===== src/logic/draw_pkg.sv =====
package draw_pkg;

    // Display size in pixels
    localparam int SCREEN_W = 160;
    localparam int SCREEN_H = 120;

    // Edge of every sprite
    localparam int SPRITE_SIZE = 10;

    // Pixel coordinate, x and y share the width
    typedef logic [7:0] coord_t;

    // One bit each for red, green, blue
    typedef logic [2:0] colour_t;

    localparam colour_t COL_BLACK  = 3'd0;
    localparam colour_t COL_RED    = 3'd4; // Player
    localparam colour_t COL_YELLOW = 3'd6; // Blocks
    localparam colour_t COL_WHITE  = 3'd7; // Spikes

endpackage


===== src/logic/scene_pkg.sv =====
package scene_pkg;

    typedef enum logic {
        SPR_SQUARE,
        SPR_SPIKE
    } sprite_t;

    // Row or column inside a sprite, 0 to 9
    typedef logic [3:0] span_t;

    localparam int NUM_OBJECTS = 8;

    typedef logic [2:0] obj_idx_t;

    // First and last filled column per row, row 0 on top
    // Outer index follows sprite_t
    localparam span_t ROW_FIRST [2][10] = '{
        '{4'd0, 4'd0, 4'd0, 4'd0, 4'd0, 4'd0, 4'd0, 4'd0, 4'd0, 4'd0},
        '{4'd4, 4'd4, 4'd3, 4'd3, 4'd2, 4'd2, 4'd1, 4'd1, 4'd0, 4'd0}
    };
    localparam span_t ROW_LAST [2][10] = '{
        '{4'd9, 4'd9, 4'd9, 4'd9, 4'd9, 4'd9, 4'd9, 4'd9, 4'd9, 4'd9},
        '{4'd5, 4'd5, 4'd6, 4'd6, 4'd7, 4'd7, 4'd8, 4'd8, 4'd9, 4'd9}
    };

    // Fixed scene, drawn in index order
    // Object 0 is the player
    localparam sprite_t OBJ_SPRITE [NUM_OBJECTS] = '{
        SPR_SQUARE, SPR_SQUARE, SPR_SQUARE, SPR_SQUARE,
        SPR_SQUARE, SPR_SQUARE, SPR_SPIKE, SPR_SPIKE
    };
    localparam draw_pkg::colour_t OBJ_COLOUR [NUM_OBJECTS] = '{
        draw_pkg::COL_RED,    draw_pkg::COL_YELLOW, draw_pkg::COL_YELLOW,
        draw_pkg::COL_YELLOW, draw_pkg::COL_YELLOW, draw_pkg::COL_YELLOW,
        draw_pkg::COL_WHITE,  draw_pkg::COL_WHITE
    };

    // Bottom-left corners
    localparam draw_pkg::coord_t OBJ_X [NUM_OBJECTS] = '{
        8'd59, 8'd69, 8'd99, 8'd109, 8'd119, 8'd129, 8'd139, 8'd149
    };
    localparam draw_pkg::coord_t OBJ_Y [NUM_OBJECTS] = '{
        8'd0,  // Player height comes from the input
        8'd89, 8'd59, 8'd39, 8'd59, 8'd89, 8'd89, 8'd59
    };

endpackage


===== src/logic/frame_timer.sv =====
`timescale 1ns/1ps

module frame_timer #(
    parameter int FRAME_CYCLES = 833333
) (
    input  logic clock_50,
    input  logic arst_n,
    output logic frame_tick
);

    localparam int CW = $clog2(FRAME_CYCLES);

    logic [CW-1:0] count;

    // One tick per period, then the count starts over
    always_ff @(posedge clock_50 or negedge arst_n) begin
        if (!arst_n) begin
            count      <= '0;
            frame_tick <= 1'b0;
        end else begin
            frame_tick <= 1'b0;
            if (count == CW'(FRAME_CYCLES - 1)) begin
                count      <= '0;
                frame_tick <= 1'b1;
            end else begin
                count <= count + 1'b1;
            end
        end
    end

endmodule


===== src/logic/game_screen.sv =====
`timescale 1ns/1ps

module game_screen #(
    parameter int FRAME_CYCLES = 833333
) (
    input  logic              clock_50,
    input  logic              arst_n,
    input  logic              start,
    input  draw_pkg::coord_t  player_y,
    output logic              plot,
    output draw_pkg::coord_t  plot_x,
    output draw_pkg::coord_t  plot_y,
    output draw_pkg::colour_t plot_colour,
    output logic              frame_done
);

    logic               frame_tick;
    // Clearer
    logic               clear_start;
    logic               clear_done;
    logic               clear_plot;
    draw_pkg::coord_t   clear_x;
    draw_pkg::coord_t   clear_y;
    draw_pkg::colour_t  clear_colour;
    // Painter
    logic               paint_start;
    logic               paint_done;
    scene_pkg::sprite_t sprite;
    draw_pkg::colour_t  colour;
    draw_pkg::coord_t   corner_x;
    draw_pkg::coord_t   corner_y;
    logic               paint_plot;
    draw_pkg::coord_t   paint_x;
    draw_pkg::coord_t   paint_y;
    draw_pkg::colour_t  paint_colour;

    frame_timer #(
        .FRAME_CYCLES (FRAME_CYCLES)
    ) timer0 (
        .clock_50   (clock_50),
        .arst_n     (arst_n),
        .frame_tick (frame_tick)
    );

    plot_sequencer seq0 (
        .clock_50     (clock_50),
        .arst_n       (arst_n),
        .start        (start),
        .frame_tick   (frame_tick),
        .player_y     (player_y),
        .clear_start  (clear_start),
        .clear_done   (clear_done),
        .clear_plot   (clear_plot),
        .clear_x      (clear_x),
        .clear_y      (clear_y),
        .clear_colour (clear_colour),
        .paint_start  (paint_start),
        .sprite       (sprite),
        .colour       (colour),
        .corner_x     (corner_x),
        .corner_y     (corner_y),
        .paint_done   (paint_done),
        .paint_plot   (paint_plot),
        .paint_x      (paint_x),
        .paint_y      (paint_y),
        .paint_colour (paint_colour),
        .plot         (plot),
        .plot_x       (plot_x),
        .plot_y       (plot_y),
        .plot_colour  (plot_colour),
        .frame_done   (frame_done)
    );

    screen_clearer clearer0 (
        .clock_50    (clock_50),
        .arst_n      (arst_n),
        .clear_start (clear_start),
        .plot        (clear_plot),
        .plot_x      (clear_x),
        .plot_y      (clear_y),
        .plot_colour (clear_colour),
        .clear_done  (clear_done)
    );

    sprite_painter painter0 (
        .clock_50    (clock_50),
        .arst_n      (arst_n),
        .paint_start (paint_start),
        .sprite      (sprite),
        .colour      (colour),
        .corner_x    (corner_x),
        .corner_y    (corner_y),
        .plot        (paint_plot),
        .plot_x      (paint_x),
        .plot_y      (paint_y),
        .plot_colour (paint_colour),
        .paint_done  (paint_done)
    );

endmodule


===== src/logic/plot_sequencer.sv =====
`timescale 1ns/1ps

module plot_sequencer (
    input  logic               clock_50,
    input  logic               arst_n,
    input  logic               start,
    input  logic               frame_tick,
    input  draw_pkg::coord_t   player_y,
    // Clearer side
    output logic               clear_start,
    input  logic               clear_done,
    input  logic               clear_plot,
    input  draw_pkg::coord_t   clear_x,
    input  draw_pkg::coord_t   clear_y,
    input  draw_pkg::colour_t  clear_colour,
    // Painter side
    output logic               paint_start,
    output scene_pkg::sprite_t sprite,
    output draw_pkg::colour_t  colour,
    output draw_pkg::coord_t   corner_x,
    output draw_pkg::coord_t   corner_y,
    input  logic               paint_done,
    input  logic               paint_plot,
    input  draw_pkg::coord_t   paint_x,
    input  draw_pkg::coord_t   paint_y,
    input  draw_pkg::colour_t  paint_colour,
    // Shared plot bus
    output logic               plot,
    output draw_pkg::coord_t   plot_x,
    output draw_pkg::coord_t   plot_y,
    output draw_pkg::colour_t  plot_colour,
    output logic               frame_done
);

    typedef enum logic [1:0] {
        IDLE,
        CLEAR,
        PAINT,
        DONE
    } state_t;

    state_t                state;
    scene_pkg::obj_idx_t   obj;
    draw_pkg::coord_t      player_y_lat;
    logic                  last_obj;

    assign last_obj = (obj == scene_pkg::obj_idx_t'(scene_pkg::NUM_OBJECTS - 1));

    always_ff @(posedge clock_50 or negedge arst_n) begin
        if (!arst_n) begin
            state       <= IDLE;
            obj         <= '0;
            clear_start <= 1'b0;
            paint_start <= 1'b0;
        end else begin
            clear_start <= 1'b0;
            paint_start <= 1'b0;
            case (state)
                IDLE: begin
                    if (frame_tick && start) begin // Ticks are dropped otherwise
                        state       <= CLEAR;
                        obj         <= '0;
                        clear_start <= 1'b1;
                    end
                end
                CLEAR: begin
                    if (clear_done) begin
                        state       <= PAINT;
                        paint_start <= 1'b1;
                    end
                end
                PAINT: begin
                    if (paint_done) begin
                        if (last_obj) begin
                            state <= DONE;
                        end else begin
                            obj         <= obj + 1'b1;
                            paint_start <= 1'b1; // Next object straight away
                        end
                    end
                end
                default: state <= IDLE;
            endcase
        end
    end

    // Player height is fixed for the whole frame
    always_ff @(posedge clock_50) begin
        if (state == IDLE && frame_tick && start) begin
            player_y_lat <= player_y;
        end
    end

    // Current object entry, steady while the painter scans
    assign sprite   = scene_pkg::OBJ_SPRITE[obj];
    assign colour   = scene_pkg::OBJ_COLOUR[obj];
    assign corner_x = scene_pkg::OBJ_X[obj];
    assign corner_y = (obj == '0) ? player_y_lat : scene_pkg::OBJ_Y[obj];

    // Bus grant follows the state
    always_comb begin
        plot        = 1'b0;
        plot_x      = '0;
        plot_y      = '0;
        plot_colour = draw_pkg::COL_BLACK;
        case (state)
            CLEAR: begin
                plot        = clear_plot;
                plot_x      = clear_x;
                plot_y      = clear_y;
                plot_colour = clear_colour;
            end
            PAINT: begin
                plot        = paint_plot;
                plot_x      = paint_x;
                plot_y      = paint_y;
                plot_colour = paint_colour;
            end
            default: ;
        endcase
    end

    assign frame_done = (state == DONE);

endmodule


===== src/logic/screen_clearer.sv =====
`timescale 1ns/1ps

module screen_clearer (
    input  logic              clock_50,
    input  logic              arst_n,
    input  logic              clear_start,
    output logic              plot,
    output draw_pkg::coord_t  plot_x,
    output draw_pkg::coord_t  plot_y,
    output draw_pkg::colour_t plot_colour,
    output logic              clear_done
);

    logic             busy;
    draw_pkg::coord_t x;
    draw_pkg::coord_t y;
    logic             x_last;
    logic             y_last;

    assign x_last = (x == draw_pkg::coord_t'(draw_pkg::SCREEN_W - 1));
    assign y_last = (y == draw_pkg::coord_t'(draw_pkg::SCREEN_H - 1));

    // Raster scan, x fastest
    always_ff @(posedge clock_50 or negedge arst_n) begin
        if (!arst_n) begin
            busy <= 1'b0;
            x    <= '0;
            y    <= '0;
        end else if (clear_start) begin
            busy <= 1'b1;
            x    <= '0;
            y    <= '0;
        end else if (busy) begin
            if (x_last) begin
                x <= '0;
                y <= y + 1'b1;
                if (y_last) begin
                    busy <= 1'b0; // Whole screen covered
                end
            end else begin
                x <= x + 1'b1;
            end
        end
    end

    assign plot        = busy;
    assign plot_x      = x;
    assign plot_y      = y;
    assign plot_colour = draw_pkg::COL_BLACK;
    assign clear_done  = busy && x_last && y_last; // With the final pixel

endmodule


===== src/logic/sprite_painter.sv =====
`timescale 1ns/1ps

module sprite_painter (
    input  logic              clock_50,
    input  logic              arst_n,
    input  logic              paint_start,
    input  scene_pkg::sprite_t sprite,
    input  draw_pkg::colour_t colour,
    input  draw_pkg::coord_t  corner_x,
    input  draw_pkg::coord_t  corner_y,
    output logic              plot,
    output draw_pkg::coord_t  plot_x,
    output draw_pkg::coord_t  plot_y,
    output draw_pkg::colour_t plot_colour,
    output logic              paint_done
);

    localparam scene_pkg::span_t LAST_POS = scene_pkg::span_t'(draw_pkg::SPRITE_SIZE - 1);

    logic             busy;
    scene_pkg::span_t row;
    scene_pkg::span_t col;
    scene_pkg::span_t span_first;
    scene_pkg::span_t span_last;
    logic             in_span;
    logic             row_last;
    logic             col_last;

    assign row_last = (row == LAST_POS);
    assign col_last = (col == LAST_POS);

    // Scan all 100 positions, columns fastest
    always_ff @(posedge clock_50 or negedge arst_n) begin
        if (!arst_n) begin
            busy <= 1'b0;
            row  <= '0;
            col  <= '0;
        end else if (paint_start) begin
            busy <= 1'b1;
            row  <= '0;
            col  <= '0;
        end else if (busy) begin
            if (col_last) begin
                col <= '0;
                row <= row + 1'b1;
                if (row_last) begin
                    busy <= 1'b0;
                end
            end else begin
                col <= col + 1'b1;
            end
        end
    end

    // Shape of the current row
    assign span_first = scene_pkg::ROW_FIRST[sprite][row];
    assign span_last  = scene_pkg::ROW_LAST[sprite][row];
    assign in_span    = (col >= span_first) && (col <= span_last);

    assign plot        = busy && in_span;
    assign plot_x      = corner_x + draw_pkg::coord_t'(col);
    // Corner is the bottom row, so row 0 sits SPRITE_SIZE-1 above it
    assign plot_y      = corner_y - draw_pkg::coord_t'(LAST_POS) + draw_pkg::coord_t'(row);
    assign plot_colour = colour;
    assign paint_done  = busy && row_last && col_last; // Last scan position

endmodule


===== config.mk =====
export PLATFORM = sky130hd
export DESIGN_NAME = game_screen
export DESIGN_NICKNAME = d
export VERILOG_FILES = /design/src/logic/draw_pkg.sv /design/src/logic/scene_pkg.sv /design/src/logic/frame_timer.sv /design/src/logic/game_screen.sv /design/src/logic/plot_sequencer.sv /design/src/logic/screen_clearer.sv /design/src/logic/sprite_painter.sv
export SDC_FILE = /design/constraint.sdc
export NUM_CORES = 1
export LEC_CHECK = 0
export ABC_AREA = 0
export BUFFER_PORTS_ARGS = -buffer_cell sky130_fd_sc_hd__buf_2
export CAP_MARGIN = 20
export CORE_ASPECT_RATIO = 0.75
export CORE_UTILIZATION = 30
export DETAILED_ROUTE_END_ITERATION = 16
export PLACE_DENSITY = 0.48
export SYNTH_ARGS = -nofsm -noshare
export SYNTH_HDL_FRONTEND = slang
export SYNTH_SLANG_ARGS = --single-unit

===== constraint.sdc =====
create_clock -name clock_50 -period 5.7 [get_ports clock_50]
set_clock_uncertainty 0.2 [all_clocks]
set_input_delay 1.14 -clock clock_50 [delete_from_list [all_inputs] [get_ports clock_50]]
set_output_delay 1.14 -clock clock_50 [all_outputs]
set_load 0.02 [all_outputs]

==> flow_metrics.py <==
metrics = {
    "outcome": {
        "status": "completed",
    },
    "placement": {
        "gp_congestion": 0.848,
        "dp.final_hpwl_um": 7460,
        "place_area_um2": 4400,
        "io_buffer_count": 31,
    },
    "sta": {
        "relSlewSlack_pct": 46.0,
        "finalSetupViolations": 0,
        "slew_viol_final": 0,
        "min_period_ps": 5020,
        "max_freq_mhz": 199,
        "hold_violations": 0,
        "fin_tns_setup_ps": 0,
        "tightest_slew_ps": 810,
        "rsz0062_at_grt": "false",
        "post-route-period-util_pct": 88.1,
    },
    "yosys": {
        "syn_area_um2": 4100,
        "synth.distinct_cells": 47,
        "synth-edff-count": 8,
        "syn_nets": 502,
        "yosys_most_used_dff": "dfrtp_1",
        "synth_area_leader_cell": "dfrtp_1",
        "synthArstFlopShare_pct": 87.1,
        "synthTopCellsByArea": "dfrtp_1 (33%), ha_1 (12%), edfxtp_1 (5.9%), xnor2_1 (4.9%), nand2_1 (4.7%)",
        "ys_ff_latch": 62,
        "synth.top_cell.area_share_pct": 32.9,
        "yosysSeqAreaShare_pct": 38.8,
        "syn_avg_cell_area_um2": 9.10,
        "synthCells": 451,
        "ys_warn_count": 0,
    },
    "routing": {
        "vias": 3177,
        "ant_nets": 0,
        "post_drt_wl_per_cell_um": 15.2,
        "drt_first_pass_iters": 4,
        "drt_iter0_markers": 202,
        "vias_per_cell": 4.87,
        "drt-total-wl_um": 9950,
        "drc": 0,
    },
    "setup_path": {
        "regToRegEndpoint": "seq0.obj[0]",
        "ff2ff_path_depth": 7,
        "rr_startpoint": "painter0.col[1]",
        "worstSetupPathType": "flip-flop to output port",
        "critPathMaxFanout": 12,
        "start_kind": "flip-flop",
        "required_ps": 4360,
        "critPathCapture": "plot_y[5]",
        "arrival_ps": 3680,
        "rrSetupSlack_ps": 3140,
        "critPathLaunch": "seq0.obj[0]",
        "endpoint_kind": "output port",
    },
    "cts": {
        "h-tree-depth": 3,
        "worst_skew_pair.late_latency_ps": 330,
        "cts_buffers": 9,
        "clock_path_buffers": 2,
        "post_cts_resized": 0,
        "clock_sinks": 62,
        "clk_pin_slew_ps": 60,
        "root_buffer": "clkbuf_16",
        "cts_tree": "built",
        "postCtsSetupBuffers": 0,
        "holdBufCountCts": 0,
    },
    "global_routing": {
        "grt_pass1_vias": 3092,
        "grt_max_degree": 55,
        "grt_overflow": 0,
        "track_usage_pct": 15.5,
        "grt_pass1_wl_um": 16400,
        "antenna_found_initial": 0,
    },
    "cells_and_area": {
        "num_antenna_cells": 0,
        "stdcell_area_um2": 4680,
        "area_growth_pct": 14.1,
        "drive_gt1_share_pct": 10.4,
        "nNetsFinal": 528,
    },
    "worst_hold_path": {
        "hp-class": "flip-flop to flip-flop",
    },
    "floorplanning": {
        "core_um2": 13200,
        "initial_core_util_pct": 31.2,
        "die_w_um": 137,
        "die_h_um": 103,
        "io_pins": 32,
        "dieArea_um2": 14200,
        "std_cell_rows": 36,
    },
    "pwr": {
        "p_leak_uw": 0.00213,
        "max-vdd-ir-drop_mv": 0.131,
        "powerDensity_nw_per_um2": 208,
    },
    "run": {
        "cap_violations": 0,
    },
}
[registers in the layout, summed over array words and instances (netlist names), 2 cells and up]
name               flops
clearer0.plot_x        8
clearer0.plot_y        8
painter0.col           4
painter0.row           4
seq0.obj               3
seq0.player_y_lat      8
seq0.state             2
timer0.count          20
[synthesized netlist by cell type (2+ instances only)]
master and instances:
nor2_1 43, and3_1 11, nand3b_1 3, nor3b_1 2
o21ai_1 2, nand3_1 14, edfxtp_1 8, nor4_1 5
a22o_1 2, fa_1 2, xnor2_1 23, a211oi_1 7
nand2_1 51, o21bai_1 4, nor2b_1 13, nor3_1 8
a21boi_0 2, nand4b_1 2, dfrtp_1 54, inv_1 25
xor2_1 21, a21o_1 5, clkbuf_1 13, nand4_1 12
o21a_1 3, a21oi_1 16, a22oi_1 9, ha_1 38
and2_1 3, o21ai_0 22, nand2b_1 6, mux2i_1 7
[stage by stage]
stage	total power, uW	util, %	setup WS, ps	hold slack, ps	std cells
2_1_floorplan	456	-	1070	238	451
3_3_place_gp	469	33.5	1070	261	637
6_report	975	35.6	676	271	653
5_1_grt	1010	35.6	326	283	653
4_1_cts	996	35.6	650	274	653
3_5_place_dp	469	33.5	1010	267	637
[kinds of logic (layout without fill, tap and decap cells)]
group / Yosys count / after routing / synth area share, %
fa+ha+maj: 40 / 40 / 12.6
xor+xnor: 44 / 44 / 9.39
flops: 62 / 62 / 38.8
compound gates: 76 / 76 / 11.6
buf+inv: 42 / 73 / 4.15
simple gates: 179 / 179 / 21.6
mux: 8 / 8 / 1.98
[routing by layer]
metal,share of wire (%),GRT usage [%],vias to the layer above
li1,-,-,1609
met1,52,22.7,1492
met2,40,22.4,66
met3,6.5,4.14,10
met4,1.1,3.89,0
met5,0,0,-
[worst min path at each step]
stage               slack (ps)        startpoint  depth (start not counted)                to
floorplan                  240  timer0.count[19]                          1  timer0.count[19]
global placement           260  timer0.count[19]                          1  timer0.count[19]
detailed placement         270  timer0.count[19]                          1  timer0.count[19]
CTS                        270  timer0.count[19]                          1  timer0.count[19]
global route               280  timer0.count[19]                          1  timer0.count[19]
finish                     270  timer0.count[19]                          1  timer0.count[19]
[power breakdown]
group	total [uW]	internal (uW)	switching, uW
Sequential	448	448	0
Clock	515	306	209
Combinational	11.5	2.82	8.66
[layout make-up]
type / instances / area, um2
fillers: 1357 / 8470
well taps: 171 / 214
inverters: 25 / 93.8
flip-flops and latches: 62 / 1590
multi-input cells: 347 / 2340
clock inverters: 5 / 36.3
clock buffers: 11 / 243
repair buffers: 32 / 163
[critical path, stage by stage (launching register included)]
cell and delay [ps]:
dfrtp_1 420, inv_1 220, ha_1 450, inv_1 130, a21oi_1 210, a22o_1 160, ha_1 120, inv_1 40
ha_1 210, fa_1 430, a21o_1 180, a21oi_1 180, xnor2_1 160, a22oi_1 100, nor2b_1 170, buf_2 180
[cell usage in the layout, fill, tap and decap left out, types with 14 or more instances in the layout]
cell type	netlist	routed
nand3_1	14	14
a21oi_1	16	16
inv_1	25	25
xnor2_1	23	23
nor2_1	43	43
o21ai_0	22	22
xor2_1	21	21
buf_2	1	31
dfrtp_1	54	54
nand2_1	51	51
ha_1	38	38
Note: power is estimated with default switching activity, not from simulation.
